<file path="src/common/nocPkg.sv">
package nocPkg;

  // Router ports, listed in base priority order
  localparam int numPorts = 5;
  localparam int portLocal = 0;
  localparam int portNorth = 1;
  localparam int portEast = 2;
  localparam int portSouth = 3;
  localparam int portWest = 4;

  // Mesh size
  localparam int meshWidth = 4;
  localparam int meshHeight = 4;

  // One coordinate must cover the larger mesh dimension
  localparam int coordWidth = $clog2((meshWidth > meshHeight) ? meshWidth : meshHeight);

  // Fixed position of this router in the mesh
  localparam logic [coordWidth-1:0] routerX = coordWidth'(1);
  localparam logic [coordWidth-1:0] routerY = coordWidth'(2);

  // Packet length in flits, header included
  localparam int lengthWidth = 12;

  // Flit kind codes
  localparam int flitIdWidth = 3;
  localparam logic [flitIdWidth-1:0] flitHeader = 3'b001;
  localparam logic [flitIdWidth-1:0] flitBody = 3'b010;
  localparam logic [flitIdWidth-1:0] flitTail = 3'b100;

  localparam int dataWidth = 16;

  // One data word, read as a header or as plain payload
  typedef union packed {
    struct packed {
      logic [coordWidth-1:0] destX;
      logic [coordWidth-1:0] destY;
      logic [lengthWidth-1:0] length;
    } headerView;
    logic [dataWidth-1:0] payloadView;
  } flitData;

endpackage

</file>
<file path="src/routing/routeCompute.sv">
module routeCompute (
  input  logic clk,
  input  logic rst,
  input  logic [nocPkg::numPorts-1:0] inValid,
  input  logic [nocPkg::flitIdWidth-1:0] inFlitId [nocPkg::numPorts],
  input  logic [nocPkg::dataWidth-1:0] inData [nocPkg::numPorts],
  input  logic [nocPkg::numPorts-1:0] inGrant,
  output logic [nocPkg::numPorts-1:0] request [nocPkg::numPorts],
  output logic [nocPkg::numPorts-1:0] headerStrobe,
  output logic [nocPkg::lengthWidth-1:0] packetLength [nocPkg::numPorts]
);

  nocPkg::flitData word [nocPkg::numPorts];
  logic [nocPkg::numPorts-1:0] isHeader;
  logic [nocPkg::numPorts-1:0] isTail;
  logic [nocPkg::numPorts-1:0] taken;
  logic [nocPkg::numPorts-1:0] headerRoute [nocPkg::numPorts];
  logic [nocPkg::numPorts-1:0] activeRoute [nocPkg::numPorts];
  logic [nocPkg::numPorts-1:0] routeReg [nocPkg::numPorts];
  logic [nocPkg::lengthWidth-1:0] lengthReg [nocPkg::numPorts];

  // Dimension order routing, X is resolved before Y
  function automatic logic [nocPkg::numPorts-1:0] xyRoute(
    input logic [nocPkg::coordWidth-1:0] destX,
    input logic [nocPkg::coordWidth-1:0] destY
  );
    logic [nocPkg::numPorts-1:0] route;
    route = '0;
    if (destX > nocPkg::routerX) begin
      route[nocPkg::portEast] = 1'b1;
    end else if (destX < nocPkg::routerX) begin
      route[nocPkg::portWest] = 1'b1;
    end else if (destY > nocPkg::routerY) begin
      route[nocPkg::portSouth] = 1'b1;
    end else if (destY < nocPkg::routerY) begin
      route[nocPkg::portNorth] = 1'b1;
    end else begin
      route[nocPkg::portLocal] = 1'b1;
    end
    return route;
  endfunction

  assign taken = inValid & inGrant;

  always_comb begin
    for (int i = 0; i < nocPkg::numPorts; i++) begin
      word[i] = inData[i];
      isHeader[i] = (inFlitId[i] == nocPkg::flitHeader);
      isTail[i] = (inFlitId[i] == nocPkg::flitTail);
      headerRoute[i] = xyRoute(word[i].headerView.destX, word[i].headerView.destY);
      // Header routes live, body and tail reuse the stored route
      activeRoute[i] = isHeader[i] ? headerRoute[i] : routeReg[i];
      headerStrobe[i] = inValid[i] && isHeader[i];
      packetLength[i] = isHeader[i] ? word[i].headerView.length : lengthReg[i];
    end
  end

  // Transpose into one request vector per output
  always_comb begin
    for (int o = 0; o < nocPkg::numPorts; o++) begin
      for (int i = 0; i < nocPkg::numPorts; i++) begin
        request[o][i] = inValid[i] && activeRoute[i][o];
      end
    end
  end

  always_ff @(posedge clk) begin
    if (rst) begin
      for (int i = 0; i < nocPkg::numPorts; i++) begin
        routeReg[i] <= '0;
      end
    end else begin
      for (int i = 0; i < nocPkg::numPorts; i++) begin
        if (taken[i] && isHeader[i]) begin
          routeReg[i] <= headerRoute[i];
        end else if (taken[i] && isTail[i]) begin
          routeReg[i] <= '0;
        end
      end
    end
  end

  always_ff @(posedge clk) begin
    for (int i = 0; i < nocPkg::numPorts; i++) begin
      if (taken[i] && isHeader[i]) begin
        lengthReg[i] <= word[i].headerView.length;
      end
    end
  end

endmodule

</file>
<file path="src/arbitration/outputArbiter.sv">
module outputArbiter (
  input  logic clk,
  input  logic rst,
  input  logic [nocPkg::numPorts-1:0] request,
  input  logic [nocPkg::numPorts-1:0] headerStrobe,
  input  logic [nocPkg::lengthWidth-1:0] packetLength [nocPkg::numPorts],
  output logic [nocPkg::numPorts-1:0] grantSel
);

  // One-hot state, bit 0 is idle and bit i+1 grants input i
  logic [nocPkg::numPorts:0] state;
  logic [nocPkg::numPorts:0] nextState;
  logic [nocPkg::numPorts-1:0] lastServed;
  logic [nocPkg::numPorts-1:0] timesUp;
  logic [nocPkg::lengthWidth-1:0] holdLength [nocPkg::numPorts];
  logic [nocPkg::lengthWidth-1:0] count [nocPkg::numPorts];

  assign grantSel = state[nocPkg::numPorts:1];

  always_ff @(posedge clk) begin
    if (rst) begin
      state <= (nocPkg::numPorts + 1)'(1);
      // West counts as served, so Local leads after reset
      lastServed <= {1'b1, {(nocPkg::numPorts - 1){1'b0}}};
    end else begin
      state <= nextState;
      if (|nextState[nocPkg::numPorts:1]) begin
        lastServed <= nextState[nocPkg::numPorts:1];
      end
    end
  end

  always_comb begin
    int base;
    int span;
    int idx;
    logic found;
    base = 0;
    for (int i = 0; i < nocPkg::numPorts; i++) begin
      if (lastServed[i]) begin
        base = i;
      end
    end
    // A released input may not win straight back, an idle output may pick it
    span = state[0] ? nocPkg::numPorts : nocPkg::numPorts - 1;
    found = 1'b0;
    nextState = '0;

    // Keep the current packet until its timer runs out
    for (int i = 0; i < nocPkg::numPorts; i++) begin
      if (grantSel[i] && request[i] && !timesUp[i]) begin
        found = 1'b1;
        nextState[i + 1] = 1'b1;
      end
    end

    // Rotate from the input after the last one served
    for (int k = 1; k <= nocPkg::numPorts; k++) begin
      idx = (base + k) % nocPkg::numPorts;
      if (!found && k <= span && request[idx]) begin
        found = 1'b1;
        nextState[idx + 1] = 1'b1;
      end
    end

    if (!found) begin
      nextState[0] = 1'b1;
    end
  end

  // Packet timers, count is 1 in the first granted cycle
  always_ff @(posedge clk) begin
    if (rst) begin
      for (int i = 0; i < nocPkg::numPorts; i++) begin
        count[i] <= nocPkg::lengthWidth'(1);
        holdLength[i] <= '0;
      end
    end else begin
      for (int i = 0; i < nocPkg::numPorts; i++) begin
        if (headerStrobe[i]) begin
          holdLength[i] <= packetLength[i];
        end
        if (grantSel[i]) begin
          count[i] <= count[i] + 1'b1;
        end else begin
          count[i] <= nocPkg::lengthWidth'(1);
        end
      end
    end
  end

  // Last flit of the packet is going through this cycle
  always_comb begin
    for (int i = 0; i < nocPkg::numPorts; i++) begin
      timesUp[i] = (count[i] == holdLength[i]);
    end
  end

endmodule

</file>
<file path="src/logic/crossbarSwitch.sv">
module crossbarSwitch (
  input  logic clk,
  input  logic rst,
  input  logic [nocPkg::numPorts-1:0] inValid,
  input  logic [nocPkg::flitIdWidth-1:0] inFlitId [nocPkg::numPorts],
  input  logic [nocPkg::dataWidth-1:0] inData [nocPkg::numPorts],
  input  logic [nocPkg::numPorts-1:0] grantSel [nocPkg::numPorts],
  output logic [nocPkg::numPorts-1:0] inGrant,
  output logic [nocPkg::numPorts-1:0] outValid,
  output logic [nocPkg::flitIdWidth-1:0] outFlitId [nocPkg::numPorts],
  output logic [nocPkg::dataWidth-1:0] outData [nocPkg::numPorts]
);

  logic [nocPkg::numPorts-1:0] moveFlit;
  logic [nocPkg::flitIdWidth-1:0] muxFlitId [nocPkg::numPorts];
  logic [nocPkg::dataWidth-1:0] muxData [nocPkg::numPorts];

  // An input is granted when any output selects it
  always_comb begin
    inGrant = '0;
    for (int o = 0; o < nocPkg::numPorts; o++) begin
      inGrant = inGrant | grantSel[o];
    end
  end

  // Select the granted input per output
  always_comb begin
    for (int o = 0; o < nocPkg::numPorts; o++) begin
      moveFlit[o] = |(grantSel[o] & inValid);
      muxFlitId[o] = '0;
      muxData[o] = '0;
      for (int i = 0; i < nocPkg::numPorts; i++) begin
        if (grantSel[o][i]) begin
          muxFlitId[o] = inFlitId[i];
          muxData[o] = inData[i];
        end
      end
    end
  end

  always_ff @(posedge clk) begin
    if (rst) begin
      outValid <= '0;
    end else begin
      outValid <= moveFlit;
    end
  end

  always_ff @(posedge clk) begin
    for (int o = 0; o < nocPkg::numPorts; o++) begin
      if (moveFlit[o]) begin
        outFlitId[o] <= muxFlitId[o];
        outData[o] <= muxData[o];
      end
    end
  end

endmodule

</file>
<file path="src/logic/meshRouter.sv">
module meshRouter (
  input  logic clk,
  input  logic rst,
  input  logic [nocPkg::numPorts-1:0] inValid,
  input  logic [nocPkg::flitIdWidth-1:0] inFlitId [nocPkg::numPorts],
  input  logic [nocPkg::dataWidth-1:0] inData [nocPkg::numPorts],
  output logic [nocPkg::numPorts-1:0] inGrant,
  output logic [nocPkg::numPorts-1:0] outValid,
  output logic [nocPkg::flitIdWidth-1:0] outFlitId [nocPkg::numPorts],
  output logic [nocPkg::dataWidth-1:0] outData [nocPkg::numPorts]
);

  // Request and grant vectors are indexed by output, bits by input
  logic [nocPkg::numPorts-1:0] request [nocPkg::numPorts];
  logic [nocPkg::numPorts-1:0] grantSel [nocPkg::numPorts];
  logic [nocPkg::numPorts-1:0] headerStrobe;
  logic [nocPkg::lengthWidth-1:0] packetLength [nocPkg::numPorts];

  routeCompute i_routeCompute (
    .clk          (clk),
    .rst          (rst),
    .inValid      (inValid),
    .inFlitId     (inFlitId),
    .inData       (inData),
    .inGrant      (inGrant),
    .request      (request),
    .headerStrobe (headerStrobe),
    .packetLength (packetLength)
  );

  // One arbiter per output port
  for (genvar o = 0; o < nocPkg::numPorts; o++) begin : arbiterGen
    outputArbiter i_outputArbiter (
      .clk          (clk),
      .rst          (rst),
      .request      (request[o]),
      .headerStrobe (headerStrobe),
      .packetLength (packetLength),
      .grantSel     (grantSel[o])
    );
  end

  crossbarSwitch i_crossbarSwitch (
    .clk       (clk),
    .rst       (rst),
    .inValid   (inValid),
    .inFlitId  (inFlitId),
    .inData    (inData),
    .grantSel  (grantSel),
    .inGrant   (inGrant),
    .outValid  (outValid),
    .outFlitId (outFlitId),
    .outData   (outData)
  );

endmodule

</file>
<file path="config.mk">
export PLATFORM = sky130hd
export DESIGN_NAME = meshRouter
export DESIGN_NICKNAME = d
export VERILOG_FILES = /design/src/common/nocPkg.sv /design/src/routing/routeCompute.sv /design/src/arbitration/outputArbiter.sv /design/src/logic/crossbarSwitch.sv /design/src/logic/meshRouter.sv
export SDC_FILE = /design/constraint.sdc
export NUM_CORES = 2
export LEC_CHECK = 0
export ABC_CLOCK_PERIOD_IN_PS = 8500
export BUFFER_PORTS_ARGS = -buffer_cell sky130_fd_sc_hd__buf_2
export CAP_MARGIN = 10
export CELL_PAD_IN_SITES_DETAIL_PLACEMENT = 0
export CELL_PAD_IN_SITES_GLOBAL_PLACEMENT = 1
export CORE_ASPECT_RATIO = 0.7
export CORE_MARGIN = 3
export CORE_UTILIZATION = 40
export CTS_CLUSTER_SIZE = 8
export DETAILED_ROUTE_END_ITERATION = 6
export GPL_TIMING_DRIVEN = 0
export PLACE_DENSITY_LB_ADDON = 0.1
export SYNTH_ARGS = -nofsm -noshare
export SYNTH_HDL_FRONTEND = slang
export SYNTH_SLANG_ARGS = --single-unit
export TNS_END_PERCENT = 50
</file>
<file path="constraint.sdc">
create_clock -name clk -period 8.5 [get_ports clk]
set_input_delay 0.85 -clock clk [delete_from_list [all_inputs] [get_ports clk]]
set_output_delay 0.85 -clock clk [all_outputs]
set_load 0.02 [all_outputs]
</file>
==> qor.csv <==
metric,value,unit
fmax,0.176,GHz
die_x,379,µm
finalWirelength,150,mm
synth_cells,4394,
synthArstFlopShare,0,%
clock_path_buffers,3,
synth_area,0.0390,mm²
area_growth,16.1,%
drc,0,
power.total,13600,µW
grt.overflow.total,0,
dpl.hpwl,115,mm
relSlewSlack,11.4,%
timing_worst_setup_path_type,flop to flop,
dpl-instance-area,0.0429,mm²
required,9.06,ns
ys_seq_area_share,42.7,%
grtUsageTotal,28.8,%
gp_congestion,0.969,
vdd_ir_drop_max,0.150,mV
start_util,40.5,%
path_delay_family,compound AO/OA/AOI/OAI gates,
first_pass_iters,6,
final_cells,6337,
synth_ff_type,edfxtp_1,
drtAntennaViolNets,0,
path_clk_slew,0.05,ns
yosysUniqueCellTypes,100,
placed_cells_incl_taps,6214,
max_stage_delay,0.65,ns
wl_per_cell,23.6,µm
vias,35700,
grt_setup_unrepaired,false,
hp-class,flop to flop,
drive_above_1_share,7.48,%
antenna_found_initial,5,
fill_cells,9666,
routed_via_density,5.64,
path_cells,"clkbuf_1, nor2b_1, o21ai_0, clkbuf_1, inv_1, ha_1, nor4_1, nor2_1, o211a_1, a221oi_1, a41o_1, clkbuf_1, mux2_2, a2bb2oi_1, nor4b_1, nand4_1, o32ai_1",
dieArea,0.101,mm²
cts_tree,done,
critPathBufInv,4,
cts_buffers,85,
postCtsResizedCells,0,
finalInstanceArea,0.0453,mm²
core.rowCount,95,
status,finished clean,
endpoint_kind,flop,
synth_edf_count,475,
synth_seq_cells,595,
portBuffers,184,
grt_pass1_wl,217,mm
grt_max_degree,20,
cts.sinks,595,
tns,0,ns
clock_latency,0.67,ns
worst_pin_slew,1.33,ns
final_nets,5204,
cts_htree_levels,3,
avgSynthCellArea,8.88,µm²
fin_crit,5.69,ns
grt_pass1_vias,32900,
regArea,0.0167,mm²
cp-start-kind,flop,
final_cell_mix,"nor2_1, edfxtp_1, nand2_1, xor2_1, a21oi_1",
cap_violations,0,
cpMaxStageDelayCell,nor4b_1,
p_per_area,299,mW/mm²
clock_skew,0.0349,ns
post-cts-setup-buffers,0,
ys_warn_count,0,
final-max-slew-violation-count,0,
cp_common_cell,clkbuf_1,
finalCritPeriodShare,66.9,%
drtIter0Drc,4049,
hold_viol_final,0,
finalSetupViolations,0,
p_leak,0.0173,µW
multiInputGateArea,0.0220,mm²
cp.arrival,6.25,ns
final_common_cell,nor2_1,
core_area,0.0964,mm²
clockRootBuffer,clkbuf_16,
critPathMaxFanout,11,
cts_hold_buf,0,
die_h,267,µm
hold_ws,0.446,ns
io-pin-count,207,
-- where the power goes --
part | internal [µW] | switching [µW]
Sequential | 3890 | 283
Combinational | 1850 | 4370
Clock | 1880 | 1300
-- per-layer routing --
layer | wire (µm) | track usage, % | vias up | share of wire (%)
li1 | - | - | 16600 | -
met3 | 12800 | 5.58 | 217 | 8.5
met5 | 13 | 0 | - | 0.0087
met2 | 63200 | 42.2 | 1528 | 42
met4 | 3730 | 7.31 | 2 | 2.5
met1 | 69900 | 43.2 | 17400 | 47
-- per-stage QoR --
step                      setup WS, ns  utilization, %
after global placement            2.93            44.4
after detailed placement          3.03            44.5
after CTS                         2.97            47.0
after global routing              2.33            47.0
after floorplan                   4.47               -
final                             2.81            47.0
-- kinds of logic after synthesis --
group	synth area share (%)
buf+inv	4.06
simple gates	22.9
compound gates	13.8
fa+ha+maj	3.43
other cells	0.0192
xor+xnor	11.9
flops	42.7
mux	1.07
-- synthesized netlist by cell type (all sizes together), types with 27 or more instances --
| cell type | number | area, µm² |
|---|---|---|
| a22oi | 86 | 646 |
| or3 | 54 | 338 |
| buf | 49 | 248 |
| a21oi | 351 | 1760 |
| edfxtp | 475 | 14300 |
| nand3 | 276 | 1380 |
| nand2b | 29 | 181 |
| xnor2 | 139 | 1220 |
| dfxtp | 120 | 2400 |
| xor2 | 393 | 3440 |
| nand2 | 423 | 1590 |
| nor3 | 69 | 345 |
| nor2b | 27 | 169 |
| nor4 | 81 | 519 |
| a211oi | 30 | 230 |
| and3 | 132 | 826 |
| clkbuf | 273 | 1020 |
| nand4 | 40 | 250 |
| ha | 107 | 1340 |
| inv | 78 | 293 |
| o21ai | 179 | 896 |
| nor2 | 578 | 2170 |
-- layout make-up --
cell class | count | share of cell area (%)
clock buffer | 113 | 5.14
antenna | 2 | 0.0110
tap | 1309 | 3.62
multi-input combinational | 3715 | 48.5
buffer | 322 | 2.83
clock inverter | 5 | 0.135
inverter | 83 | 0.688
sequential | 595 | 36.8
timing repair buffer | 193 | 2.27
-- state kept, by name, summed over array words and instances, names as in the netlist, 15 cells and up --
signal / flops
arbiterGen.i_outputArbiter.count: 300
arbiterGen.i_outputArbiter.holdLength: 60
arbiterGen.i_outputArbiter.lastServed: 20
arbiterGen.i_outputArbiter.state: 30
i_crossbarSwitch.outData: 80
i_crossbarSwitch.outFlitId: 15
i_routeCompute.lengthReg: 60
i_routeCompute.routeReg: 25
-- path summary, 6_finish.rpt --
check / start / end / depth (start not counted) / slack, ns
setup / recovery: arbiterGen[4].i_outputArbiter.lastServed[2]$_SDFFE_PP0P_ / arbiterGen[4].i_outputArbiter.lastServed[2]$_SDFFE_PP0P_ / 17 / 2.81
hold / removal: arbiterGen[1].i_outputArbiter.count[4][0]$_SDFFE_PP1P_ / arbiterGen[1].i_outputArbiter.count[4][0]$_SDFFE_PP1P_ / 1 / 0.45
setup reg to reg: arbiterGen[4].i_outputArbiter.lastServed[2]$_SDFFE_PP0P_ / arbiterGen[4].i_outputArbiter.lastServed[2]$_SDFFE_PP0P_ / 17 / 2.81
hold reg to reg: arbiterGen[1].i_outputArbiter.count[4][0]$_SDFFE_PP1P_ / arbiterGen[1].i_outputArbiter.count[4][0]$_SDFFE_PP1P_ / 1 / 0.45
Note: power is estimated with default switching activity, not from simulation.
